### config.mk
export PLATFORM = sky130hd
export DESIGN_NAME = instr_fetch_port_flat
export DESIGN_NICKNAME = d
export VERILOG_FILES = /design/src/hdl/mem_bus_pkg.sv /design/src/hdl/mem_req_if.sv /design/src/hdl/instr_fetch_port.sv /design/src/flat_wrapper.sv
export VERILOG_INCLUDE_DIRS = /design/src /design/src/hdl
export SDC_FILE = /design/constraint.sdc
export NUM_CORES = 1
export LEC_CHECK = 0
export ABC_AREA = 1
export BUFFER_PORTS_ARGS = -buffer_cell sky130_fd_sc_hd__buf_2
export CORE_MARGIN = 1.5
export CORE_UTILIZATION = 35
export DETAILED_ROUTE_END_ITERATION = 12
export PLACE_DENSITY_LB_ADDON = 0.12
export SLEW_MARGIN = 30
export SYNTH_ARGS = -nofsm -noshare
export SYNTH_HDL_FRONTEND = slang
export SYNTH_SLANG_ARGS = --single-unit
### constraint.sdc
create_clock -name CLK -period 1.5 [get_ports CLK]
set_clock_uncertainty 0.15 [all_clocks]
set_input_delay 0.075 -clock CLK [delete_from_list [all_inputs] [get_ports CLK]]
set_output_delay 0.075 -clock CLK [all_outputs]
set_load 0.1 [all_outputs]
### src/hdl/slurm16_defs.svh
`ifndef SLURM16_DEFS_SVH
`define SLURM16_DEFS_SVH

// Word width of the CPU and of each RAM location
`define SLURM_BITS 16

// CPU word address width
`define SLURM_ADDR_BITS 15

// Bank select bit in the word address
// Everything below it is the offset inside a bank
`define SLURM_BANK_BIT 14

// Cycles from valid rising to rdy in the RAM
// Bank requests pay this on every switch
`define SLURM_GRANT_DELAY 2

`endif

### src/hdl/mem_bus_pkg.sv
`include "slurm16_defs.svh"

package mem_bus_pkg;

	// Bank/offset split of a word address
	typedef struct packed {
		logic                       bank;
		logic [`SLURM_BANK_BIT-1:0] offset;
	} mem_bank_addr_t;

	// One address, two readings
	// Flat word for compare and pass-back, split for bank array select
	typedef union packed {
		logic [`SLURM_ADDR_BITS-1:0] word;
		mem_bank_addr_t              split;
	} mem_addr_u;

	// Arbiter FSM
	typedef enum logic [1:0] {
		st_idle         = 2'd0,
		st_request_bank = 2'd1,
		st_execute      = 2'd2,
		st_bank_switch  = 2'd3
	} arb_state_e;

endpackage

### src/hdl/mem_req_if.sv
`timescale 1ns/10ps

`include "slurm16_defs.svh"

interface mem_req_if
	import mem_bus_pkg::*;
();

	// Request side, held until success
	mem_addr_u               addr;
	logic [`SLURM_BITS-1:0] wdata;
	logic                    rd;
	logic                    wr;

	// Response side, valid while success is high
	logic                    success;
	logic [`SLURM_BITS-1:0] rdata;
	mem_addr_u               addr_back;
	// Stage-2 slot belongs to this channel
	logic                    was_requested;

	modport port (
		output addr, wdata, rd, wr,
		input  success, rdata, addr_back, was_requested
	);

	modport arbiter (
		input  addr, wdata, rd, wr,
		output success, rdata, addr_back, was_requested
	);

endinterface

### src/hdl/instr_fetch_port.sv
`timescale 1ns/10ps

`include "slurm16_defs.svh"

module instr_fetch_port
	import mem_bus_pkg::*;
(
	input  logic                   CLK,
	input  logic                   RSTb,
	input  mem_addr_u              i_addr,
	input  logic                   i_req,
	output logic [`SLURM_BITS-1:0] i_data,
	output mem_addr_u              i_addr_out,
	output logic                   i_success,
	mem_req_if.port                bus
);

	logic addr_match;
	logic fetch_done;

	// Fetch goes straight through, fetches never write
	assign bus.addr  = i_addr;
	assign bus.rd    = i_req;
	assign bus.wr    = 1'b0;
	assign bus.wdata = '0;

	// Returned slot must be the address still being asked for
	// Older duplicates in the pipe fail this and the fetch retries
	assign addr_match = (bus.addr_back.word == i_addr.word);
	assign fetch_done = i_req && bus.success && bus.was_requested && addr_match;

	always_ff @(posedge CLK) begin
		if (!RSTb)
			i_success <= 1'b0;
		else
			i_success <= fetch_done;
	end

	// Word and address captured together
	always_ff @(posedge CLK) begin
		if (fetch_done) begin
			i_data     <= bus.rdata;
			i_addr_out <= bus.addr_back;
		end
	end

endmodule

### src/flat_wrapper.sv
// flat-port wrapper written by rule: the top's interface ports become plain ports
module instr_fetch_port_flat import mem_bus_pkg::*;
  (CLK, RSTb, i_addr, i_req, i_data, i_addr_out, i_success, bus_addr, bus_wdata, bus_rd, bus_wr, bus_success, bus_rdata, bus_addr_back, bus_was_requested);
  mem_req_if bus_i ();
  input  logic CLK;
  input  logic RSTb;
  input  mem_addr_u i_addr;
  input  logic i_req;
  output logic [`SLURM_BITS-1:0] i_data;
  output mem_addr_u i_addr_out;
  output logic i_success;
  output wire logic [$bits(bus_i.addr)-1:0] bus_addr;
  output wire logic [$bits(bus_i.wdata)-1:0] bus_wdata;
  output wire logic [$bits(bus_i.rd)-1:0] bus_rd;
  output wire logic [$bits(bus_i.wr)-1:0] bus_wr;
  input wire logic [$bits(bus_i.success)-1:0] bus_success;
  input wire logic [$bits(bus_i.rdata)-1:0] bus_rdata;
  input wire logic [$bits(bus_i.addr_back)-1:0] bus_addr_back;
  input wire logic [$bits(bus_i.was_requested)-1:0] bus_was_requested;
  assign bus_addr = bus_i.addr;
  assign bus_wdata = bus_i.wdata;
  assign bus_rd = bus_i.rd;
  assign bus_wr = bus_i.wr;
  assign bus_i.success = bus_success;
  assign bus_i.rdata = bus_rdata;
  assign bus_i.addr_back = bus_addr_back;
  assign bus_i.was_requested = bus_was_requested;
  instr_fetch_port u_core (.CLK(CLK), .RSTb(RSTb), .i_addr(i_addr), .i_req(i_req), .i_data(i_data), .i_addr_out(i_addr_out), .i_success(i_success), .bus(bus_i));
endmodule
Word level (Yosys, flattened, before mapping)
Index checks and enable logic that the tools add are counted.
{"block": "word_totals", "in_bits": 51, "register_bits": 32, "out_inout_bits": 65}
{"block": "classes", "eq_ne": 1, "reduce_logical": 3}
{"operator": "== test 15 bit", "n": 1}
{"operator": "logical AND 1 bit", "n": 3}

Depth between registers and ports, before layout
{"block": "logic_depth", "word_depth": 3, "ltp_mapped": 8, "mapped_depth_nobuf": 8}

Least setup slack after synthesis
No wires, ideal clock.
{"block": "synth_path", "kind": "input port to flip-flop", "startpoint": "in i_addr[2] in the netlist's numbering", "endpoint": "reg u_core.i_addr_out[0] in the netlist's numbering (enable)", "path_stages": 8, "t_required_ns": 0.964, "t_arrival_ns": 1.105, "n_path_buf": 0, "setup_slack_ns": -0.140, "cell_sequence": "inv_1 nand2_1 nand2_1 nor2_1 nand2_1 nor2_1 nand2_1 inv_1"}
{"block": "synth_between", "elab_chain_cells": 2}
{"item": "start, declared", "line": "flat_wrapper.sv:7", "text": "input mem_addr_u i_addr;"}
{"item": "== test 15 bit", "line": "instr_fetch_port.sv:29", "text": "assign addr_match = (bus.addr_back.word == i_addr.word);"}
{"item": "logical AND 1 bit", "line": "instr_fetch_port.sv:30", "text": "assign fetch_done = i_req && bus.success && bus.was_requested && addr_match;"}
{"item": "named net u_core.fetch_done", "line": "instr_fetch_port.sv:19", "text": "logic fetch_done;"}
{"item": "end signal, assigned", "line": "instr_fetch_port.sv:43", "text": "i_addr_out <= bus.addr_back;"}
{"item": "end, declared", "line": "instr_fetch_port.sv:13", "text": "output mem_addr_u i_addr_out,"}
The timed path passes the listed nets, and every way through them passes these cells.
A chain may end at the register's enable or synchronous reset.

Worst setup path after layout
{"block": "layout_path", "startpoint": "reg u_core.i_data[0]", "endpoint": "out i_data[0]"}
{"item": "start, declared", "line": "instr_fetch_port.sv:12", "text": "output logic [`SLURM_BITS-1:0] i_data,"}
{"item": "start signal, assigned", "line": "instr_fetch_port.sv:42", "text": "i_data <= bus.rdata;"}
{"item": "end, declared", "line": "flat_wrapper.sv:9", "text": "output logic [`SLURM_BITS-1:0] i_data;"}
No word-level cell between the ends.

==> metrics <==
simple-gate area share of the yosys netlist=0.1524; fin crit share=0.8351; Via density=about 3.8; Routed WL per cell=roughly 9.0 um; vias in the first global route=1,262; CTS clock-pin slew for the worst setup and hold paths=60 ps; XOR/XNOR share of the synthesized area=0; Hold EP=u_core.i_success; footprint of the multi-input gates=300.3 um2; Die Area=0.004841 mm2; TritonCTS Sinks=32; diode count=0; Setup Viol. Count Final=0; worst setup margin=around 250 ps; critical path type=reg -> out; initial detailed-routing violation count=44; crit-path cells=buf_2; setup slack after placement=3.699 ps; Synth Area in Compound Gates=0; Cells after Synth=between 150 and 200; CTS tree=built; async set-reset flop share out of synthesis=0; DR DRC count=0; synthesized area=approximately 0.0016 mm2; largest family of logic cells by synthesized area=buffers and inverters; Post-Synth Adder-Cell Area=0; post-synthesis mux area share=0; Yosys Warn Count=0; P_leak=between 1 and 1.5 nW; die height=slightly below 70 um; Die X=about 70 um; H-tree levels=2; I/O Buffers=98; share of cells above drive strength 1=0.3972; Hold Startpoint=bus_was_requested; cts repair resizes=0; cell taking the most area after synthesis=edfxtp_1; CTS max path bufs=2; largest net degree at the start of global routing=19; RSZ-0062 raised after global routing=no; DR vias=about 1,300; Final Hold Viols=0; Synth cell types=9; number of synthesized flops with an enable pin=31; CP delay by family, top=buffers and inverters; antenna violations before repair=0; ANT nets after route=0; Period minus WS final=roughly 1300 ps; core area=between 0.004 and 0.005 mm2; placer congestion estimate=approximately 0.72; worst endpoint required time=between 1000 and 1500 ps; GRT Util Overall=0.1387; PwrDens=approximately 890 mW/mm2; hold depth=8; fill cell count=~430; crit path launch type=flop; layout net count=around 340; CTS Buf Count=5; Syn-to-layout area delta=54.68%; FF+latch count, synth=32; Synth top cells by count=nand2_1 (46), buf_4 (33), edfxtp_1 (31); status=finished clean; Max Transition Viols Final=0; Post-synth top flop=edfxtp_1; worst vdd ir=between 400 and 500 uV; register area=950.9 um2; Seq/Total Area, Yosys=0.6129; worst min-delay path category=in -> reg; io pins=~120; Setup TNS=0 ps; CTS root buf=clkbuf_8; Arrival @ worst endpoint=1030 ps; std cell rows=24; drt first pass iters=3; f_max=roughly 800 MHz; Post-CTS Setup Bufs=0; Routed WL=around 3100 um; grt ovf=0; Maximum Capacitance Violations=0; Avg Cell Area, Syn=just under 10 um2; slowest stage delay, CP=420 ps; Initial Util=0.3588; first-pass GRT wire length=approximately 5200 um; count leader, synth=nand2_1; CP Capture Type=output port; WP buf/inv=1; share of the synthesized area in the top cell type=0.6000; main area contributors after synthesis=edfxtp_1 (60%), buf_4 (16%), nand2_1 (11%); Hold Buf Count CTS=32; Worst Path Max Fanout=1; hpwl dp=between 2000 and 2500 um; Critical Path Slowest Stage Cell=buf_2
[where the power goes]
| part | internal [mW] | leakage, nW | total, mW | switching, mW |
|---|---|---|---|---|
| Sequential | 0.979 | 0.287 | 0.979 | 0.00000638 |
| Clock | 0.305 | 0.0391 | 0.578 | 0.273 |
| Combinational | 0.146 | 0.932 | 0.585 | 0.439 |
[layout make-up]
cell class,count,share of cell area
Tap cell,52,0.02711
Inverter,30,0.04849
Clock buffer,5,0.02868
Sequential cell,32,0.3962
Timing Repair Buffer,139,0.3712
Clock inverter,2,0.003128
Multi-Input combinational cell,79,0.1251
[cell usage in the layout (no fill, tap or decap), drive strengths merged]
| cell type | synthesis | layout |
|---|---|---|
| edfxtp | 31 | 31 |
| inv | 30 | 29 |
| buf | 33 | 107 |
| clkbuf | 0 | 5 |
| clkinvlp | 0 | 1 |
| nand2 | 46 | 46 |
| conb | 1 | 17 |
| dlygate4sd3 | 0 | 32 |
| nor2 | 15 | 15 |
| clkinv | 0 | 2 |
| nand3 | 1 | 1 |
| dfxtp | 1 | 1 |
[routing by layer]
metal | global-route usage | routed length, um | part of all wire
met1 | 0.1495 | 1225 | 0.40
met2 | 0.2372 | 1465 | 0.48
met4 | 0.05882 | 58 | 0.019
met3 | 0.05959 | 309 | 0.10
met5 | 0 | 0 | 0
[worst max-delay path by stage]
stage / startpoint / endpoint / slack [ps] / cells after the start
2_1_floorplan: bus_addr_back[5] / u_core.i_addr_out[0] / 60 / 8
3_3_place_gp: i_addr[0] / u_core.i_addr_out[3] / 9 / 9
3_5_place_dp: i_addr[3] / u_core.i_data[0] / 4 / 10
4_1_cts: u_core.i_addr_out[0] / i_addr_out[0] / 220 / 1
5_1_grt: i_addr[3] / u_core.i_data[6] / 180 / 10
6_report: u_core.i_data[0] / i_data[0] / 250 / 1
[flip-flops by register name (all words and copies together), names as in the netlist]
| name | flops |
|---|---|
| u_core.i_success | 1 |
| u_core.i_addr_out | 15 |
| u_core.i_data | 16 |
[cell families after synthesis]
group,Yosys count
other,1
and+or+nand+nor,62
DFF,32
buffers and inverters,63
[metrics by stage]
stage | hold slack [ps] | utilization | instance area (um2) | total power [mW] | cells
CTS | 248.5 | 0.5550 | 2400 | 2.171 | 339
floorplan | 23.87 | - | 1615 | 1.471 | 174
global route | 264.4 | 0.5550 | 2400 | 2.245 | 339
global placement | 102.0 | 0.4633 | 2003 | 1.517 | 300
detailed placement | 103.4 | 0.4633 | 2003 | 1.519 | 300
finish | 252.0 | 0.5550 | 2400 | 2.142 | 339
(Power assumes the default switching activity.)
