[config.mk]
export PLATFORM = sky130hd
export DESIGN_NAME = data_access_port_flat
export DESIGN_NICKNAME = d
export VERILOG_FILES = /design/src/hdl/mem_bus_pkg.sv /design/src/hdl/mem_req_if.sv /design/src/hdl/data_access_port.sv /design/src/flat_wrapper.sv
export VERILOG_INCLUDE_DIRS = /design/src /design/src/hdl
export SDC_FILE = /design/constraint.sdc
export NUM_CORES = 1
export LEC_CHECK = 0
export ABC_CLOCK_PERIOD_IN_PS = 3500
export BUFFER_PORTS_ARGS = -buffer_cell sky130_fd_sc_hd__buf_2
export CAP_MARGIN = 30
export CORE_MARGIN = 2
export CORE_UTILIZATION = 32
export CTS_BUF_LIST = sky130_fd_sc_hd__clkbuf_4
export CTS_CLUSTER_SIZE = 28
export DETAILED_ROUTE_END_ITERATION = 6
export PLACE_DENSITY = 0.87
export REMOVE_ABC_BUFFERS = 1
export SLEW_MARGIN = 20
export SYNTH_ARGS = -nofsm -noshare
export SYNTH_HDL_FRONTEND = slang
export SYNTH_SLANG_ARGS = --single-unit
[constraint.sdc]
create_clock -name CLK -period 3.5 [get_ports CLK]
set_input_delay 0.35 -clock CLK [delete_from_list [all_inputs] [get_ports CLK]]
set_output_delay 0.35 -clock CLK [all_outputs]
set_load 0.02 [all_outputs]
[src/hdl/slurm16_defs.svh]
`ifndef SLURM16_DEFS_SVH
`define SLURM16_DEFS_SVH

// Word width of the CPU and of each RAM location
`define SLURM_BITS 16

// CPU word address width
`define SLURM_ADDR_BITS 15

// Bank select bit in the word address
// Everything below it is the offset inside a bank
`define SLURM_BANK_BIT 14

// Cycles from valid rising to rdy in the RAM
// Bank requests pay this on every switch
`define SLURM_GRANT_DELAY 2

`endif

[src/hdl/mem_bus_pkg.sv]
`include "slurm16_defs.svh"

package mem_bus_pkg;

	// Bank/offset split of a word address
	typedef struct packed {
		logic                       bank;
		logic [`SLURM_BANK_BIT-1:0] offset;
	} mem_bank_addr_t;

	// One address, two readings
	// Flat word for compare and pass-back, split for bank array select
	typedef union packed {
		logic [`SLURM_ADDR_BITS-1:0] word;
		mem_bank_addr_t              split;
	} mem_addr_u;

	// Arbiter FSM
	typedef enum logic [1:0] {
		st_idle         = 2'd0,
		st_request_bank = 2'd1,
		st_execute      = 2'd2,
		st_bank_switch  = 2'd3
	} arb_state_e;

endpackage

[src/hdl/mem_req_if.sv]
`timescale 1ns/10ps

`include "slurm16_defs.svh"

interface mem_req_if
	import mem_bus_pkg::*;
();

	// Request side, held until success
	mem_addr_u               addr;
	logic [`SLURM_BITS-1:0] wdata;
	logic                    rd;
	logic                    wr;

	// Response side, valid while success is high
	logic                    success;
	logic [`SLURM_BITS-1:0] rdata;
	mem_addr_u               addr_back;
	// Stage-2 slot belongs to this channel
	logic                    was_requested;

	modport port (
		output addr, wdata, rd, wr,
		input  success, rdata, addr_back, was_requested
	);

	modport arbiter (
		input  addr, wdata, rd, wr,
		output success, rdata, addr_back, was_requested
	);

endinterface

[src/hdl/data_access_port.sv]
`timescale 1ns/10ps

`include "slurm16_defs.svh"

module data_access_port
	import mem_bus_pkg::*;
(
	input  logic                   CLK,
	input  logic                   RSTb,
	input  mem_addr_u              d_addr,
	input  logic [`SLURM_BITS-1:0] d_wdata,
	input  logic                   d_rd,
	input  logic                   d_wr,
	output logic [`SLURM_BITS-1:0] d_rdata,
	output logic                   d_success,
	mem_req_if.port                bus
);

	logic req_live;
	logic own_success;
	logic access_done;

	// Arbiter success aimed at this channel
	assign own_success = bus.success && bus.was_requested;

	// Request is off while the success pulse is out
	// so a CPU request still held is not taken twice
	assign req_live = (d_rd || d_wr) && !d_success;

	// Also drop it in the success cycle itself
	// Stops one more capture from landing after the pulse
	assign bus.rd = d_rd && !d_success && !own_success;
	assign bus.wr = d_wr && !d_success && !own_success;

	// Address and data come straight from the CPU, held by it
	assign bus.addr  = d_addr;
	assign bus.wdata = d_wdata;

	// Duplicate slots that finish during the pulse are dropped here
	assign access_done = req_live && own_success;

	always_ff @(posedge CLK) begin
		if (!RSTb)
			d_success <= 1'b0;
		else
			d_success <= access_done;
	end

	// Read word only, writes leave the last value
	always_ff @(posedge CLK) begin
		if (access_done && d_rd)
			d_rdata <= bus.rdata;
	end

endmodule

[src/flat_wrapper.sv]
// flat-port wrapper written by rule: the top's interface ports become plain ports
module data_access_port_flat import mem_bus_pkg::*;
  (CLK, RSTb, d_addr, d_wdata, d_rd, d_wr, d_rdata, d_success, bus_addr, bus_wdata, bus_rd, bus_wr, bus_success, bus_rdata, bus_addr_back, bus_was_requested);
  mem_req_if bus_i ();
  input  logic CLK;
  input  logic RSTb;
  input  mem_addr_u d_addr;
  input  logic [`SLURM_BITS-1:0] d_wdata;
  input  logic d_rd;
  input  logic d_wr;
  output logic [`SLURM_BITS-1:0] d_rdata;
  output logic d_success;
  output wire logic [$bits(bus_i.addr)-1:0] bus_addr;
  output wire logic [$bits(bus_i.wdata)-1:0] bus_wdata;
  output wire logic [$bits(bus_i.rd)-1:0] bus_rd;
  output wire logic [$bits(bus_i.wr)-1:0] bus_wr;
  input wire logic [$bits(bus_i.success)-1:0] bus_success;
  input wire logic [$bits(bus_i.rdata)-1:0] bus_rdata;
  input wire logic [$bits(bus_i.addr_back)-1:0] bus_addr_back;
  input wire logic [$bits(bus_i.was_requested)-1:0] bus_was_requested;
  assign bus_addr = bus_i.addr;
  assign bus_wdata = bus_i.wdata;
  assign bus_rd = bus_i.rd;
  assign bus_wr = bus_i.wr;
  assign bus_i.success = bus_success;
  assign bus_i.rdata = bus_rdata;
  assign bus_i.addr_back = bus_addr_back;
  assign bus_i.was_requested = bus_was_requested;
  data_access_port u_core (.CLK(CLK), .RSTb(RSTb), .d_addr(d_addr), .d_wdata(d_wdata), .d_rd(d_rd), .d_wr(d_wr), .d_rdata(d_rdata), .d_success(d_success), .bus(bus_i));
endmodule
# After elaboration in Yosys (flattened, before gate mapping)
# Index checks and enable logic that the tools add are counted.
dict set report totals {
  reg_bits 17
  inputBits 68
  out_inout_bits 50
  elab_cells 13
}
dict set report op_classes {
  n_reduce_logical 11
}
# op count
set op_table {}
lappend op_table {{1-bit logical AND} 8}
lappend op_table {{1-bit logical NOT} 2}
lappend op_table {{1-bit logical OR} 1}

# Longest topological paths before layout
dict set report depth {
  ltp_word 4
  ltp_mapped 2
}

# Worst setup path before layout
# OpenSTA, ideal clock, no wires.
dict set report synth_timing {
  path_type {register to register}
  start {register u_core.d_success}
  end {register u_core.d_rdata[0] (enable)}
  setup_ps 388
  arrival_ps 1261
  required_time_ps 3112
  slack_ps 1850
  path_stages_with_launch 3
  path_buffers 0
  synth_period_minus_slack_ps 1650
  path_cell_list {dfxtp_1 -> nand2b_1 -> nor2_1}
}
dict set report synth_between {
  elab_chain_cells 4
}
# element line_no
set synth_rtl {}
lappend synth_rtl {{from (decl)} data_access_port.sv:15} ;# output logic d_success,
lappend synth_rtl {{from (signal assigned)} data_access_port.sv:46} ;# d_success <= access_done;
lappend synth_rtl {{1-bit logical NOT} data_access_port.sv:28} ;# assign req_live = (d_rd || d_wr) && !d_success;
lappend synth_rtl {{1-bit logical AND} data_access_port.sv:28}
lappend synth_rtl {{1-bit logical AND} data_access_port.sv:40} ;# assign access_done = req_live && own_success;
lappend synth_rtl {{1-bit logical AND} data_access_port.sv:51} ;# if (access_done && d_rd)
lappend synth_rtl {{to (signal assigned)} data_access_port.sv:52} ;# d_rdata <= bus.rdata;
lappend synth_rtl {{to (decl)} data_access_port.sv:14} ;# output logic [`SLURM_BITS-1:0] d_rdata,
# No other way between the ends.
# A chain may end at the register's enable or synchronous reset.

# Worst setup path after layout
dict set report layout_timing {
  start {register u_core.d_success}
  end {register u_core.d_rdata[1] (enable)}
}
# The elaborated chain is that of the path after synthesis.

==> qor.yml <==
status:
  outcome: "complete, no violations"
setup_path:
  endpoint: "u_core.d_rdata[1]$_DFFE_PP_"
  cp_max_fo: 11
  rrSetupSlack_ns: 2.05
  cp-end-kind: "flip-flop"
  r2r-start: "u_core.d_success$_SDFF_PN0_"
  arrival_ns: 1.44
  start_kind: "flip-flop"
  rr_endpoint: "u_core.d_rdata[1]$_DFFE_PP_"
  crit_start: "u_core.d_success$_SDFF_PN0_"
  crit_required_ns: 3.49
  reg2reg_depth: 3
  worstSetupPathType: "flip-flop to flip-flop"
global_route:
  grt_pass1_wl_um: 3310
  antenna_found_initial: 0
  grt_max_degree: 12
  grt_pass1_vias: 403
  grt_usage_pct: 20.2
  overflow: 0
logic_synthesis:
  ys_seq_elements: 17
  ys_warn_count: 0
  yosys-top-cells-area: "edfxtp_1 62%, buf_4 30%, dfxtp_1 2.6%"
  synth.yosys.seq_area_share_pct: 64.2
  ys_types: 9
  synth_top_area_cell: "edfxtp_1"
  synth_top_area_share_pct: 61.6
  syn_area_um2: 779
  avgSynthCellArea_um2: 14.2
  netlist_instances: 55
sta:
  rsz0062_at_grt: "false"
  fin_crit_sh_pct: 41.5
  drv_slew: 0
  fmax_mhz: 688
  slew-limit-headroom_pct: 69.3
  hold_violations: 0
  finalSetupTns_ns: 0
  fin_crit_ns: 1.45
  clock_skew_ns: 0.00820
  setup-violations-final: 0
  tightest_slew_ns: 0.459
floorplan:
  dieArea_mm2: 0.00285
  core_area_mm2: 0.00225
  die_w_um: 53.4
  initial_core_util_pct: 34.6
  io_pins: 118
  die_y_um: 53.4
  rows: 17
routing:
  via_count: 421
  ant_nets: 0
  dr.pass1.iters: 3
  drc: 0
  totalWireLength_um: 2850
  via_per_inst: 4.34
  drt_iter0_drc: 3
  wl_per_cell_um: 29.4
clocking:
  cts_max_path_buffers: 2
  numClockSinks: 17
  postCtsResizedCells: 0
  cts_setup_buffers: 0
  cts_made_buffers: 3
  cts_hold_buffers: 0
  clk_latency_ns: 0.28
  path_clk_slew_ns: 0.10
  cts_tree: "built"
  root_buffer: "clkbuf_4"
  cts_max_level: 1
placed_design:
  io_buffers: 40
  routabilityCongestion: 0.770
cells_and_area:
  layout_common_cells: "40 x buf_2, 16 x edfxtp_1, 4 x clkbuf_4, 2 x nor2_1"
  layout_commonest_cell: "buf_2"
  syn_to_final_growth_pct: 5.14
  antennaDiodeCount: 0
  nets: 138
  fill_cells: 247
  drive_above_1_share_pct: 66.7
power_and_ir_drop:
  power_mw: 0.373
  internal_power_mw: 0.296
  combPwrFrac_pct: 9.2
  power.switching_mw: 0.0773
  clockPowerShare_pct: 29.1
  switching_share_pct: 20.7
  leakage_nw: 0.357
  powerDensity_mw_per_mm2: 455
  ir_drop_mv: 0.228
  seqPwrFrac_pct: 61.7
min_path:
  hp-start: "bus_rdata[14]"
  worst_hold_path_type: "input pin to flip-flop"
run:
  max_cap_violations: 0
[routing by layer]
metal | global-route usage [%] | wire length, um | vias to the layer above
li1 | - | - | 183
met1 | 8.24 | 410 | 182
met2 | 37.2 | 1500 | 56
met3 | 27.1 | 941 | 0
met4 | 6.41 | 0 | 0
met5 | 0 | 0 | -
[cell usage after synthesis]
| cell type | n |
|---|---|
| a21oi_1 | 1 |
| and3b_1 | 1 |
| buf_4 | 31 |
| dfxtp_1 | 1 |
| edfxtp_1 | 16 |
| nand2_1 | 1 |
| nand2b_1 | 1 |
| nor2_1 | 2 |
| nor4b_2 | 1 |
[how the worst min path moves through the flow]
stage / endpoint / slack, ns / depth (start not counted)
3_5_place_dp: u_core.d_success$_SDFF_PN0_ / 0.47 / 1
4_1_cts: u_core.d_rdata[12]$_DFFE_PP_ / 0.23 / 1
3_3_place_gp: u_core.d_success$_SDFF_PN0_ / 0.46 / 1
5_1_grt: u_core.d_rdata[6]$_DFFE_PP_ / 0.21 / 1
6_report: u_core.d_rdata[14]$_DFFE_PP_ / 0.24 / 1
2_1_floorplan: u_core.d_rdata[0]$_DFFE_PP_ / 0.45 / 0
[metrics by stage]
step	area (um2)	utilization, %	setup slack (ns)	hold WS, ns	std cells
after floorplan	547	-	1.85	0.449	24
after global placement	782	34.7	1.69	0.460	92
after detailed placement	790	35.0	1.99	0.472	93
after CTS	820	36.3	2.06	0.228	97
after global routing	820	36.3	1.98	0.211	97
final	820	36.3	2.05	0.237	97
[power groups by stage]
stage | registers [mW] | logic, mW | clock network (mW)
floorplan | 0.242 | 0.00745 | 0
global placement | 0.235 | 0.0332 | 0
finish | 0.230 | 0.0343 | 0.109
CTS | 0.230 | 0.0346 | 0.112
detailed placement | 0.235 | 0.0346 | 0
global route | 0.231 | 0.0373 | 0.124
[critical path, cell delays in order (launching register included)]
cell	delay [ns]
dfxtp_1	0.35
nand2b_1	0.16
nor2_1	0.37
buf_4	0.28
[area by class of cell]
| class | count | area (um2) | share of cell area (%) |
|---|---|---|---|
| Clock buffer | 4 | 30.0 | 3.66 |
| Sequential cell | 17 | 500 | 61.1 |
| Tap cell | 28 | 35.0 | 4.27 |
| Multi-Input combinational cell | 7 | 46.3 | 5.65 |
| Timing Repair Buffer | 41 | 208 | 25.3 |
[flip-flops by register name (all words and copies together) (netlist names)]
name / cells
u_core.d_success: 1
u_core.d_rdata: 16
[kinds of logic (layout without fill, tap and decap cells)]
kind of cell	Yosys count	in the layout	synth area share [%]
AOI/OAI and AO/OA	1	1	0.641
DFF	17	17	64.2
and+or+nand+nor	6	6	5.30
buffers and inverters	31	45	29.9
(Power assumes the default switching activity.)
