`src/hdl/slurm16_defs.svh`:
```
`ifndef SLURM16_DEFS_SVH
`define SLURM16_DEFS_SVH

// Word width of the CPU and of each RAM location
`define SLURM_BITS 16

// CPU word address width
`define SLURM_ADDR_BITS 15

// Bank select bit in the word address
// Everything below it is the offset inside a bank
`define SLURM_BANK_BIT 14

// Cycles from valid rising to rdy in the RAM
// Bank requests pay this on every switch
`define SLURM_GRANT_DELAY 2

`endif

```
`src/hdl/mem_bus_pkg.sv`:
```
`include "slurm16_defs.svh"

package mem_bus_pkg;

	// Bank/offset split of a word address
	typedef struct packed {
		logic                       bank;
		logic [`SLURM_BANK_BIT-1:0] offset;
	} mem_bank_addr_t;

	// One address, two readings
	// Flat word for compare and pass-back, split for bank array select
	typedef union packed {
		logic [`SLURM_ADDR_BITS-1:0] word;
		mem_bank_addr_t              split;
	} mem_addr_u;

	// Arbiter FSM
	typedef enum logic [1:0] {
		st_idle         = 2'd0,
		st_request_bank = 2'd1,
		st_execute      = 2'd2,
		st_bank_switch  = 2'd3
	} arb_state_e;

endpackage

```
`src/hdl/mem_channel_pkg.sv`:
```
package mem_channel_pkg;

	// Who owns a pipeline slot
	typedef enum logic {
		src_data  = 1'b0,
		src_instr = 1'b1
	} req_src_e;

	// Read is 1 so the field reads as rd-not-wr
	typedef enum logic {
		op_write = 1'b0,
		op_read  = 1'b1
	} mem_op_e;

	// Per-slot flags carried down the arbiter pipeline
	typedef struct packed {
		logic     requested;
		req_src_e requestor;
		mem_op_e  op;
	} pipe_flags_t;

endpackage

```
`src/hdl/mem_req_if.sv`:
```
`timescale 1ns/10ps

`include "slurm16_defs.svh"

interface mem_req_if
	import mem_bus_pkg::*;
();

	// Request side, held until success
	mem_addr_u               addr;
	logic [`SLURM_BITS-1:0] wdata;
	logic                    rd;
	logic                    wr;

	// Response side, valid while success is high
	logic                    success;
	logic [`SLURM_BITS-1:0] rdata;
	mem_addr_u               addr_back;
	// Stage-2 slot belongs to this channel
	logic                    was_requested;

	modport port (
		output addr, wdata, rd, wr,
		input  success, rdata, addr_back, was_requested
	);

	modport arbiter (
		input  addr, wdata, rd, wr,
		output success, rdata, addr_back, was_requested
	);

endinterface

```
`src/hdl/memory_arbiter.sv`:
```
`timescale 1ns/10ps

`include "slurm16_defs.svh"

module memory_arbiter
	import mem_bus_pkg::*;
	import mem_channel_pkg::*;
(
	input  logic                        CLK,
	input  logic                        RSTb,
	mem_req_if.arbiter                  ich,
	mem_req_if.arbiter                  dch,
	output logic                        bank_sw,
	output logic [`SLURM_ADDR_BITS:0]   mem_addr,
	output logic [`SLURM_BITS-1:0]      wdata,
	output logic                        mem_wr,
	output logic                        valid,
	input  logic                        rdy,
	input  logic [`SLURM_BITS-1:0]      rdata
);

	// Stage 1 is on the RAM pins, stage 2 has its result,
	// stage 3 only remembers the bank last served
	mem_addr_u              addr_s1, addr_s1_next;
	mem_addr_u              addr_s2;
	mem_addr_u              addr_s3;
	logic [`SLURM_BITS-1:0] data_s1, data_s1_next;
	logic [`SLURM_BITS-1:0] data_s2;
	pipe_flags_t            flags_s1, flags_s1_next;
	pipe_flags_t            flags_s2;

	arb_state_e state, next_state;

	logic d_pending;
	logic i_pending;
	logic bank_switch_required;
	logic slot_ok;
	logic d_owns;
	logic i_owns;

	// Flags for a freshly captured request
	function automatic pipe_flags_t new_flags(input req_src_e src, input logic is_read);
		pipe_flags_t f;
		f.requested = 1'b1;
		f.requestor = src;
		if (is_read)
			f.op = op_read;
		else
			f.op = op_write;
		return f;
	endfunction

	assign d_pending = dch.rd || dch.wr;
	assign i_pending = ich.rd || ich.wr;

	// Bank moved between the last two slots
	assign bank_switch_required =
		addr_s2.word[`SLURM_BANK_BIT] != addr_s3.word[`SLURM_BANK_BIT];

	always_ff @(posedge CLK) begin
		if (!RSTb) begin
			state    <= st_idle;
			addr_s1  <= '0;
			flags_s1 <= '0;
			addr_s2  <= '0;
			flags_s2 <= '0;
			addr_s3  <= '0;
		end else begin
			state    <= next_state;
			addr_s1  <= addr_s1_next;
			flags_s1 <= flags_s1_next;
			// Later stages advance every cycle
			addr_s2  <= addr_s1;
			flags_s2 <= flags_s1;
			addr_s3  <= addr_s2;
		end
	end

	always_ff @(posedge CLK) begin
		data_s1 <= data_s1_next;
		data_s2 <= data_s1;
	end

	always_comb begin
		next_state    = state;
		addr_s1_next  = addr_s1;
		data_s1_next  = data_s1;
		flags_s1_next = flags_s1;
		case (state)
			st_idle: begin
				if (d_pending || i_pending)
					next_state = st_request_bank;
			end
			st_request_bank: begin
				// Stage 1 holds the new-bank address while waiting
				if (rdy)
					next_state = st_execute;
			end
			st_execute: begin
				if (bank_switch_required) begin
					// Park stage 2 in stage 1 as a read only
					// A write stays unclaimed until the retry comes back
					next_state              = st_bank_switch;
					addr_s1_next            = addr_s2;
					data_s1_next            = data_s2;
					flags_s1_next.op        = op_read;
					flags_s1_next.requestor = flags_s2.requestor;
					flags_s1_next.requested = flags_s2.requested && (flags_s2.op == op_read);
				end else if (d_pending) begin
					// Data first
					addr_s1_next  = dch.addr;
					data_s1_next  = dch.wdata;
					flags_s1_next = new_flags(src_data, dch.rd);
				end else if (i_pending) begin
					addr_s1_next  = ich.addr;
					data_s1_next  = ich.wdata;
					flags_s1_next = new_flags(src_instr, ich.rd);
				end else begin
					// Nothing to do, keep the address so the bank is remembered
					data_s1_next  = '0;
					flags_s1_next = '0;
					next_state    = st_idle;
				end
			end
			st_bank_switch: begin
				// One cycle with valid low
				next_state = st_request_bank;
			end
			default: begin
				next_state = st_idle;
			end
		endcase
	end

	// Stage 2 slot is good only with the bank unchanged
	assign slot_ok = (state == st_execute) && !bank_switch_required;

	assign d_owns = flags_s2.requested && (flags_s2.requestor == src_data);
	assign i_owns = flags_s2.requested && (flags_s2.requestor == src_instr);

	assign dch.was_requested = d_owns;
	assign ich.was_requested = i_owns;
	assign dch.success       = d_owns && slot_ok;
	assign ich.success       = i_owns && slot_ok;

	// Same returned word and slot address on both channels
	assign dch.rdata     = rdata;
	assign ich.rdata     = rdata;
	assign dch.addr_back = addr_s2;
	assign ich.addr_back = addr_s2;

	// RAM side, 16-bit address with the top bit low
	assign mem_addr = {1'b0, addr_s1.word};
	assign wdata    = data_s1;
	// Write commits on the RAM's stage-2 copy of address and data
	assign mem_wr   = d_owns && (flags_s2.op == op_write) && slot_ok;

	assign bank_sw = (state == st_bank_switch) || (state == st_request_bank);
	assign valid   = (state == st_request_bank) || (state == st_execute);

	a_wr_granted: assert property (@(posedge CLK) disable iff (!RSTb)
		mem_wr |-> valid && rdy);

endmodule

```
`src/flat_wrapper.sv`:
```
// flat-port wrapper written by rule: the top's interface ports become plain ports
module memory_arbiter_flat import mem_bus_pkg::*; import mem_channel_pkg::*;
  (CLK, RSTb, bank_sw, mem_addr, wdata, mem_wr, valid, rdy, rdata, ich_addr, ich_wdata, ich_rd, ich_wr, ich_success, ich_rdata, ich_addr_back, ich_was_requested, dch_addr, dch_wdata, dch_rd, dch_wr, dch_success, dch_rdata, dch_addr_back, dch_was_requested);
  mem_req_if ich_i ();
  mem_req_if dch_i ();
  input  logic CLK;
  input  logic RSTb;
  output logic bank_sw;
  output logic [`SLURM_ADDR_BITS:0] mem_addr;
  output logic [`SLURM_BITS-1:0] wdata;
  output logic mem_wr;
  output logic valid;
  input  logic rdy;
  input  logic [`SLURM_BITS-1:0] rdata;
  input wire logic [$bits(ich_i.addr)-1:0] ich_addr;
  input wire logic [$bits(ich_i.wdata)-1:0] ich_wdata;
  input wire logic [$bits(ich_i.rd)-1:0] ich_rd;
  input wire logic [$bits(ich_i.wr)-1:0] ich_wr;
  output wire logic [$bits(ich_i.success)-1:0] ich_success;
  output wire logic [$bits(ich_i.rdata)-1:0] ich_rdata;
  output wire logic [$bits(ich_i.addr_back)-1:0] ich_addr_back;
  output wire logic [$bits(ich_i.was_requested)-1:0] ich_was_requested;
  input wire logic [$bits(dch_i.addr)-1:0] dch_addr;
  input wire logic [$bits(dch_i.wdata)-1:0] dch_wdata;
  input wire logic [$bits(dch_i.rd)-1:0] dch_rd;
  input wire logic [$bits(dch_i.wr)-1:0] dch_wr;
  output wire logic [$bits(dch_i.success)-1:0] dch_success;
  output wire logic [$bits(dch_i.rdata)-1:0] dch_rdata;
  output wire logic [$bits(dch_i.addr_back)-1:0] dch_addr_back;
  output wire logic [$bits(dch_i.was_requested)-1:0] dch_was_requested;
  assign ich_i.addr = ich_addr;
  assign ich_i.wdata = ich_wdata;
  assign ich_i.rd = ich_rd;
  assign ich_i.wr = ich_wr;
  assign ich_success = ich_i.success;
  assign ich_rdata = ich_i.rdata;
  assign ich_addr_back = ich_i.addr_back;
  assign ich_was_requested = ich_i.was_requested;
  assign dch_i.addr = dch_addr;
  assign dch_i.wdata = dch_wdata;
  assign dch_i.rd = dch_rd;
  assign dch_i.wr = dch_wr;
  assign dch_success = dch_i.success;
  assign dch_rdata = dch_i.rdata;
  assign dch_addr_back = dch_i.addr_back;
  assign dch_was_requested = dch_i.was_requested;
  memory_arbiter u_core (.CLK(CLK), .RSTb(RSTb), .ich(ich_i), .dch(dch_i), .bank_sw(bank_sw), .mem_addr(mem_addr), .wdata(wdata), .mem_wr(mem_wr), .valid(valid), .rdy(rdy), .rdata(rdata));
endmodule
```
`config.mk`:
```
export PLATFORM = sky130hd
export DESIGN_NAME = memory_arbiter_flat
export DESIGN_NICKNAME = d
export VERILOG_FILES = /design/src/hdl/mem_bus_pkg.sv /design/src/hdl/mem_channel_pkg.sv /design/src/hdl/mem_req_if.sv /design/src/hdl/memory_arbiter.sv /design/src/flat_wrapper.sv
export VERILOG_INCLUDE_DIRS = /design/src /design/src/hdl
export SDC_FILE = /design/constraint.sdc
export NUM_CORES = 1
export LEC_CHECK = 0
export BUFFER_PORTS_ARGS = -buffer_cell sky130_fd_sc_hd__buf_2
export CORE_MARGIN = 2
export CORE_UTILIZATION = 45
export DETAILED_ROUTE_END_ITERATION = 12
export GPL_TIMING_DRIVEN = 0
export PLACE_DENSITY_LB_ADDON = 0.3
export SLEW_MARGIN = 10
export SYNTH_ARGS = -nofsm -noshare
export SYNTH_HDL_FRONTEND = slang
export SYNTH_SLANG_ARGS = --single-unit
```
`constraint.sdc`:
```
create_clock -name CLK -period 3.15 [get_ports CLK]
set_clock_uncertainty 0.05 [all_clocks]
set_input_delay 0.315 -clock CLK [delete_from_list [all_inputs] [get_ports CLK]]
set_output_delay 0.315 -clock CLK [all_outputs]
set_load 0.005 [all_outputs]
```
Yosys cells after proc, flatten, opt, wreduce, memory -nomap -nowiden
Index checks and enable logic that the tools add are counted.
Word-level totals
  bits of input ports: 85
  flip-flop bits (word level): 85
  output and inout bits: 101
  logic and storage cells: 57
Operators by class
  multiplexer cells: 17
  equality and inequality tests: 8
  reduce and logical (&&, ||, !) cells: 18
  bitwise logic cells: 2
Operators with widths (number)
  two-way mux 16 bit: 3
  two-way mux 15 bit: 3
  two-way mux 2 bit: 5
  two-way mux 3 bit: 3
  logical AND 1 bit: 8
  one-hot mux 2 bit (4 select lines): 1
  != test 3 bit (second input constant): 2
  logical OR 1 bit: 5
  equality test 2 bit (second input constant): 2
  AND reduction 4 bit: 1
  nonzero test 3 bit: 1
  equality test 2 x 1 -> 1 bit (second input constant): 1
  zero test 2 bit: 1
  two-way mux 1 bit: 2
  != test 2 x 1 -> 1 bit (second input constant): 1
  != test 2 bit (second input constant): 1
  NOT 1 bit: 2
  AND reduction 2 bit: 1
  zero test 1 bit: 1
  != test 1 bit: 1

Logic depth before layout (Yosys ltp)
Gate-level depths: netlist of the first run.
  depth after elaboration: 5
  depth in mapped cells: 6
  gate-level depth less buffers: 6

Worst setup path before layout of the first run
OpenSTA, ideal clock, no wires.
  path type: register -> output
  start point: reg u_core.state[0]
  end point: out mem_wr
  slack: 1195 ps
  path buffers: 1
  data arrival time: 1590 ps
  cell stages (with the launch flop): 6
  path through: dfxtp_1 inv_1 ha_1 clkbuf_1 and3_1 nor2b_1
Between the ends
  word-level cells in the longest chain between the ends: 3
Ends and longest elaborated chain
  start: declaration: RTL line memory_arbiter.sv:32  | arb_state_e state, next_state;
  start signal: assignment: RTL line memory_arbiter.sv:62  | state <= st_idle;
  start signal: assignment: RTL line memory_arbiter.sv:69  | state <= next_state;
  equality test 2 bit: RTL line memory_arbiter.sv:136  | assign slot_ok = (state == st_execute) && !bank_switch_required;
  logical AND 1 bit: RTL line memory_arbiter.sv:136
  logical AND 1 bit: RTL line memory_arbiter.sv:156  | assign mem_wr = d_owns && (flags_s2.op == op_write) && slot_ok;
  end: declaration: RTL line flat_wrapper.sv:11  | output logic mem_wr;
No other way between the ends.

Worst setup path after layout of the first run
Same ends and word-level chain as after synthesis.

==> results.cfg, run 1 <==
[die]
die_area_um2 = 7830
fp.dieH_um = 88.5
core-area_um2 = 6870
die_w_um = 88.5
ios = 186
fp-row-count = 30
initial_utilization_pct = 46.8

[power_and_ir_drop]
finalPower_uw = 2410
p_leak_uw = 0.00239
ir_drop_mv = 0.199
p_per_area_nw_per_um2 = 543

[final_layout]
synthToLayoutAreaGrowth_pct = 38.0
fillers = 592
layout.nets = 609
diodes = 0
postLayoutCoreUtil_pct = 64.6
multiInputGateArea_um2 = 1120
seq_area_um2 = 1580
final_area_um2 = 4430
drive_gt1_share_pct = 48.4

[placed_design]
dp_hpwl_mm = 6.06
globalplace.congestion = 0.819
portBuffers = 168
dp_slack_ns = 0.691
placed_area_um2 = 4170

[sta]
clock.fmax_mhz = 355
fin_crit_ns = 2.82
max-slew-margin-rel_pct = 37.1
period_share_pct = 89.5
setup_tns_ns = 0
setup_viol = 0
layout_setup_ws_ns = 0.330
finalHoldViolCount = 0
rsz0062_at_grt = false
tightest_slew_ns = 0.944
slew_violations = 0

[route]
drc = 0
firstDrtPassIters = 4
routed_wl_mm = 8.02
dr_total_vias = 2906
final_antenna_net_count = 0
initialDrtViolationCount = 113
via_per_inst = 4.68
routedWlPerCell_um = 12.9

[critical_path]
crit_type = flop to output port
worstPathMaxFanout = 19
critPathLaunchType = flop
arrival_ns = 2.45
end_kind = output port
critical_path_required_ns = 2.78

[synthesis]
synth-seq-cells = 71
yosys.area.top_type_share_pct = 34.3
avgSynthCellArea_um2 = 9.42
yosysTopAreaCell = dfxtp_1
synthTopCellsByArea = dfxtp_1, edfxtp_1, buf_4
netlist_instances = 341
synth_cell_types = 36
syn_nets = 430
async_flop_share_pct = 0
synth_edf_count = 16
yosysWarningCount = 0
synth_ff_type = dfxtp_1
netlist_area_um2 = 3210
yosysSeqAreaShare_pct = 49.2

[clock_tree]
cts_tree = done
cts.reportedPaths.clkPinSlew_ns = 0.07
htree_levels = 3
cts-buffers-inserted = 9
cts_hold_buf = 0
cts_resized = 0
postCtsSetupBuffers = 0
cts.path.max_buffers = 2
cts_sinks = 71
cts-root-buf = clkbuf_8
clk_latency_ns = 0.34

[global_routing]
grt_usage_pct = 20.5
grt_max_degree = 20
grt-ovfl-total = 0
grt_first_pass_wirelength_mm = 12.2
grt_pass1_vias = 2657
antenna_found_initial = 1

[min_path]
min_path_type = input pin to flop

[run_status]
run_status = completed

[flow_run]
maxCapViolations = 0
## cells by family (layout without fill, tap and decap cells)
| family | Yosys count | count (layout) | synth area share, % |
|---|---|---|---|
| AOI/OAI and AO/OA | 46 | 46 | 14.1 |
| xor gates and xnor gates | 2 | 2 | 0.779 |
| adders and majority gates | 4 | 4 | 1.56 |
| buffers and inverters | 85 | 269 | 16.0 |
| DFF | 71 | 71 | 49.2 |
| muxes | 1 | 1 | 0.350 |
| other | 1 | 1 | 0.117 |
| and+or+nand+nor | 131 | 131 | 17.8 |
## critical path: stages, from the launching register on
cell and delay (ns):
dfxtp_1 0.35, inv_1 0.09, ha_1 0.78, clkbuf_1 0.38, and3_1 0.24, nor2b_1 0.14, buf_2 0.12
## power breakdown
group          total (uW)  internal [uW]  switching (uW)
Sequential           1040           1010            33.5
Clock                 941            605             336
Combinational         431            214             216
## layout by cell type (no fill, tap or decap), types with 6 or more instances in the layout
| master | instances |
|---|---|
| o32ai_2 | 10 |
| buf_2 | 174 |
| edfxtp_1 | 16 |
| and3_1 | 16 |
| dfxtp_1 | 55 |
| nor2_1 | 51 |
| a221oi_1 | 16 |
| and2_1 | 6 |
| clkbuf_8 | 9 |
| clkbuf_1 | 10 |
| inv_1 | 19 |
| buf_4 | 48 |
| nand2_1 | 47 |
## final timing paths
kind | start | end | slack [ns] | cells after the start
min | RSTb | u_core.dch.addr_back[10] | 0.23 | 3
max reg2reg | u_core.state[0] | u_core.addr_s1[4] | 0.77 | 6
min reg2reg | u_core.wdata[0] | u_core.data_s2[0] | 0.32 | 0
max | u_core.state[0] | mem_wr | 0.33 | 6
## synth_stat cells (2+ instances only)
master    instances
o32ai_2          10
ha_1              4
inv_1            19
nand2_1          47
and3_1           16
a311oi_1          3
a21oi_1           4
o21ai_0           3
dfxtp_1          55
nor2b_1           3
edfxtp_1         16
buf_2             6
buf_1             2
a31oi_1           2
o32ai_1           4
clkbuf_1          9
nor2_1           51
a221oi_1         16
nand3_1           2
buf_4            48
and2_1            6
## through the flow
step	hold WS, ns	std cells
after floorplan	0.322	341
after global placement	0.297	605
after detailed placement	0.306	605
after CTS	0.218	621
after global routing	0.234	621
final	0.233	621
## layout make-up
cell class | count | share of cell area, %
Buffer | 66 | 9.99
Inverter | 19 | 1.61
Clock inverter | 6 | 2.99
Sequential cell | 71 | 35.7
Timing Repair Buffer | 168 | 19.0
Multi-Input combinational cell | 185 | 25.2
Clock buffer | 10 | 2.88
Tap cell | 96 | 2.71
## sequential cells by signal, summed over array words and instances, names as in the netlist
| signal | flops |
|---|---|
| u_core.wdata | 16 |
| u_core.addr_s1 | 15 |
| u_core.addr_s3 | 1 |
| u_core.flags_s2 | 3 |
| u_core.flags_s1 | 3 |
| u_core.state | 2 |
| u_core.dch.addr_back | 15 |
| u_core.data_s2 | 16 |
## layer usage
layer	wire length, um	GRT usage [%]	vias to the layer above	part of all wire [%]
met1	3310	25.0	1303	41
li1	-	-	1466	-
met2	3910	34.1	122	49
met3	657	6.34	13	8.2
met5	11	0	-	0.14
met4	127	7.85	2	1.6
No activity file was read; power rests on OpenSTA's default activity.
==> inputs of run 2 (changes only) <==
--- a/config.mk
+++ b/config.mk
@@ -6,10 +6,10 @@
 export SDC_FILE = /design/constraint.sdc
 export NUM_CORES = 1
 export LEC_CHECK = 0
-export BUFFER_PORTS_ARGS = -buffer_cell sky130_fd_sc_hd__buf_2
 export CORE_MARGIN = 2
 export CORE_UTILIZATION = 45
 export DETAILED_ROUTE_END_ITERATION = 12
+export DONT_BUFFER_PORTS = 1
 export GPL_TIMING_DRIVEN = 0
 export PLACE_DENSITY_LB_ADDON = 0.3
 export SLEW_MARGIN = 10
==> results.cfg, run 2 (synthesized netlist as in run 1, its figures left out) <==
[power_and_ir_drop]
p_leak_uw = 0.00161
p_per_area_nw_per_um2 = 588
ir_drop_mv = 0.202

[clock_tree]
clk_latency_ns = 0.35
htree_levels = 3
cts-buffers-inserted = 9
cts_hold_buf = 0
cts_resized = 0
cts.reportedPaths.clkPinSlew_ns = 0.08
postCtsSetupBuffers = 0
cts_tree = done
cts-root-buf = clkbuf_8
cts_sinks = 71
cts.path.max_buffers = 2

[critical_path]
rr_worst_depth = 6
critical_path_required_ns = 2.78
crit_type = flop to output port
end_kind = output port
worstPathMaxFanout = 19
arrival_ns = 2.42
critPathLaunchType = flop

[placed_design]
portBuffers = 0
dp_hpwl_mm = 5.53
globalplace.congestion = 0.714

[die]
die_area_um2 = 7830
core-area_um2 = 6870
die_w_um = 88.5
initial_utilization_pct = 46.8
fp.dieH_um = 88.5
ios = 186
fp-row-count = 30

[route]
routed_wl_mm = 7.35
dr_total_vias = 2367
drc = 0
routedWlPerCell_um = 16.2
firstDrtPassIters = 4
initialDrtViolationCount = 57
via_per_inst = 5.23
final_antenna_net_count = 0

[sta]
finalHoldViolCount = 0
max-slew-margin-rel_pct = 39.7
rsz0062_at_grt = false
tightest_slew_ns = 0.905
setup_viol = 0
period_share_pct = 88.3
setup_tns_ns = 0
fin_crit_ns = 2.78
finalHoldWorstSlack_ns = 0.0464
slew_violations = 0
clock.fmax_mhz = 359

[final_layout]
drive_gt1_share_pct = 24.4
fillers = 683
synthToLayoutAreaGrowth_pct = 9.66
final_common_cell = dfxtp_1
most-common-layout-cells = dfxtp_1, nor2_1, buf_4, nand2_1, inv_1
layout.nets = 441
diodes = 0

[global_routing]
grt_max_degree = 20
grt_first_pass_wirelength_mm = 10.8
grt_usage_pct = 18.5
grt_pass1_vias = 2206
antenna_found_initial = 0
grt-ovfl-total = 0

[flow_run]
maxCapViolations = 0

[min_path]
whs_path_depth = 2
min_path_type = input pin to flop

[run_status]
run_status = completed
## run 2: changes by cell type in the layout (fill, tap and decap cells not counted)
cell | before | now
buf_2 | 174 | 6
bufinv_16 | 4 | 1
clkinv_1 | 1 | 0
clkinv_2 | 0 | 2
clkinv_4 | 1 | 0
clkinvlp_4 | 0 | 3
## run 2: path summary, 6_finish.rpt
check | to | from | slack [ns]
setup / recovery | mem_wr | u_core.state[0] | 0.37
hold / removal | u_core.dch.addr_back[10] | RSTb | 0.05
setup reg to reg | u_core.addr_s1[12] | u_core.state[0] | 0.78
hold reg to reg | u_core.data_s2[15] | u_core.wdata[15] | 0.36
## run 2: metrics by stage
step                      setup slack [ns]  power [uW]  std cells  util, %  area (um^2)
after floorplan                       1.19        1310        341        -         3210
after global placement               0.770        1380        437     48.5         3330
after detailed placement             0.749        1390        437     48.5         3330
after CTS                            0.332        2090        453     51.3         3520
after global routing                 0.163        2170        453     51.3         3520
final                                0.367        2070        453     51.3         3520
## run 2: metal layers
metal  vias up  wire (um)  track usage [%]
met4         0        170             9.78
met2       122       3470             29.1
met1      1105       2970             22.3
met5         -          0                0
li1       1128          -                -
met3        12        732             6.53
## run 2: where the power goes
part | total [uW] | internal [uW] | switching, uW
registers | 1050 | 1010 | 44.4
logic | 316 | 140 | 176
clock network | 705 | 363 | 343
## run 2: final cells by class
| cell class | instances | area [um^2] | share of cell area (%) |
|---|---|---|---|
| well taps | 96 | 120 | 3.41 |
| inverters | 19 | 71.3 | 2.02 |
| multi-input cells | 185 | 1120 | 31.7 |
| clock inverters | 6 | 62.6 | 1.78 |
| plain buffers | 66 | 443 | 12.6 |
| clock buffers | 10 | 128 | 3.62 |
| flip-flops and latches | 71 | 1580 | 44.9 |
## run 2: critical path, cell delays in order (launching register included)
cell and delay (ns):
dfxtp_1 0.36, inv_1 0.09, ha_1 0.76, clkbuf_1 0.40, and3_1 0.27, nor2b_1 0.20
==> inputs of run 3 (changes only) <==
--- a/config.mk
+++ b/config.mk
@@ -11,6 +11,7 @@
 export DETAILED_ROUTE_END_ITERATION = 12
 export DONT_BUFFER_PORTS = 1
 export GPL_TIMING_DRIVEN = 0
+export HOLD_SLACK_MARGIN = 0.1
 export PLACE_DENSITY_LB_ADDON = 0.3
 export SLEW_MARGIN = 10
 export SYNTH_ARGS = -nofsm -noshare
==> constraint.sdc (replaced) <==
create_clock -name CLK -period 3.15 [get_ports CLK]
set_clock_uncertainty 0.05 [all_clocks]
set_input_delay 0 -clock CLK [delete_from_list [all_inputs] [get_ports CLK]]
set_output_delay 0 -clock CLK [all_outputs]
set_load 0.005 [all_outputs]
==> results.cfg, run 3 (synthesized netlist as in run 1, its figures left out) <==
[run_status]
run_status = completed

[power_and_ir_drop]
p_per_area_nw_per_um2 = 506
ir_drop_mv = 0.210
p_leak_uw = 0.00196

[global_routing]
grt_pass1_vias = 2686
antenna_found_initial = 0
grt-ovfl-total = 0
grt_first_pass_wirelength_mm = 13.0
grt_usage_pct = 22.3
grt_max_degree = 20

[route]
via_per_inst = 5.15
routed_wl_mm = 8.80
dr_total_vias = 2775
final_antenna_net_count = 0
drc = 0
firstDrtPassIters = 5
routedWlPerCell_um = 16.3
initialDrtViolationCount = 86

[sta]
tightest_slew_ns = 0.931
clock.fmax_mhz = 397
setup_viol = 0
period_share_pct = 80.0
slew_violations = 0
setup_tns_ns = 0
finalHoldViolCount = 0
fin_crit_ns = 2.52
max-slew-margin-rel_pct = 37.9
rsz0062_at_grt = false

[final_layout]
seq_area_um2 = 1580
most-common-layout-cells = dlygate4sd3_1, dfxtp_1, nor2_1, buf_4, nand2_1
stdcell_count = 539
drive_gt1_share_pct = 19.6
multiInputGateArea_um2 = 1120
fillers = 563
final_common_cell = dlygate4sd3_1
diodes = 0
layout.nets = 527
synthToLayoutAreaGrowth_pct = 36.4
final_area_um2 = 4380

[placed_design]
dp_hpwl_mm = 5.53
portBuffers = 0
numPlacedInstances = 437
placed_area_um2 = 3330
globalplace.congestion = 0.714

[clock_tree]
cts.path.max_buffers = 2
htree_levels = 3
cts-buffers-inserted = 9
postCtsSetupBuffers = 0
cts.reportedPaths.clkPinSlew_ns = 0.07
cts_hold_buf = 86
cts_sinks = 71
cts_tree = done
cts_resized = 0
cts-root-buf = clkbuf_8
clk_latency_ns = 0.35

[die]
fp-row-count = 30
die_w_um = 88.5
core-area_um2 = 6870
fp.dieH_um = 88.5
initial_utilization_pct = 46.8
ios = 186
die_area_um2 = 7830

[critical_path]
crit_chain = dlygate4sd3_1 -> nor2_1 -> dlygate4sd3_1 -> nor2_2 -> buf_2 -> a221oi_1 -> dlygate4sd3_1 -> nor2_1
critPathLaunchType = input pin
cp_common_cell = dlygate4sd3_1
end_kind = flop
cp_slowest_cell = dlygate4sd3_1
cpPeakStageDelay_ns = 0.60
crit_type = input pin to flop
critPathTopFamily = buffers and inverters
crit_buf_inv = 4
worstPathMaxFanout = 10
arrival_ns = 2.67
critical_path_required_ns = 3.30

[min_path]
min_path_type = input pin to flop

[flow_run]
maxCapViolations = 0
==> run 3: area by class of cell <==
class,count,area share [%]
plain buffers,66,10.1
clock buffers,10,2.91
repair buffers,86,19.6
flip-flops and latches,71,36.1
well taps,96,2.74
inverters,19,1.63
multi-input cells,185,25.5
clock inverters,6,1.43
==> run 3: path summary, 6_finish.rpt <==
kind,start,end,slack [ns],cells after the start
min,dch_wr,u_core.addr_s1[8],0.12,3
max reg2reg,u_core.dch.addr_back[14],u_core.wdata[7],0.71,6
min reg2reg,u_core.wdata[15],u_core.data_s2[15],0.36,0
max,ich_rd,u_core.wdata[7],0.63,8
==> run 3: stage by stage <==
stage / hold slack, ns / worst slack (ns) / total power [uW] / util, %
after floorplan: 0.0308 / 1.25 / 1310 / -
after global placement: 0.0331 / 0.803 / 1380 / 48.5
after detailed placement: 0.0325 / 0.781 / 1390 / 48.5
after CTS: 0.108 / 0.647 / 2220 / 63.8
after global routing: 0.141 / 0.475 / 2320 / 63.8
final: 0.119 / 0.629 / 2220 / 63.8
==> run 3: power breakdown <==
| group | internal (uW) | switching, uW |
|---|---|---|
| Combinational | 243 | 212 |
| Clock | 363 | 347 |
| Sequential | 1010 | 45.9 |
| Total | 1610 | 604 |
==> run 3: routing by layer <==
metal / vias up / share of wire, % / GRT usage (%)
met3: 21 / 7.2 / 6.34
met2: 127 / 49 / 37.3
li1: 1306 / - / -
met1: 1321 / 41 / 25.8
met4: 0 / 3.2 / 12.3
met5: - / 0 / 0
==> run 3: worst reg2reg max path: cells and delay by family, from the launching register on <==
family,cells,cell delay [ns]
buffers and inverters,3,1.29
AND/OR/NAND/NOR,1,0.11
AO/OA/AOI/OAI,1,0.13
XOR/XNOR,1,0.22
flip-flops,1,0.51
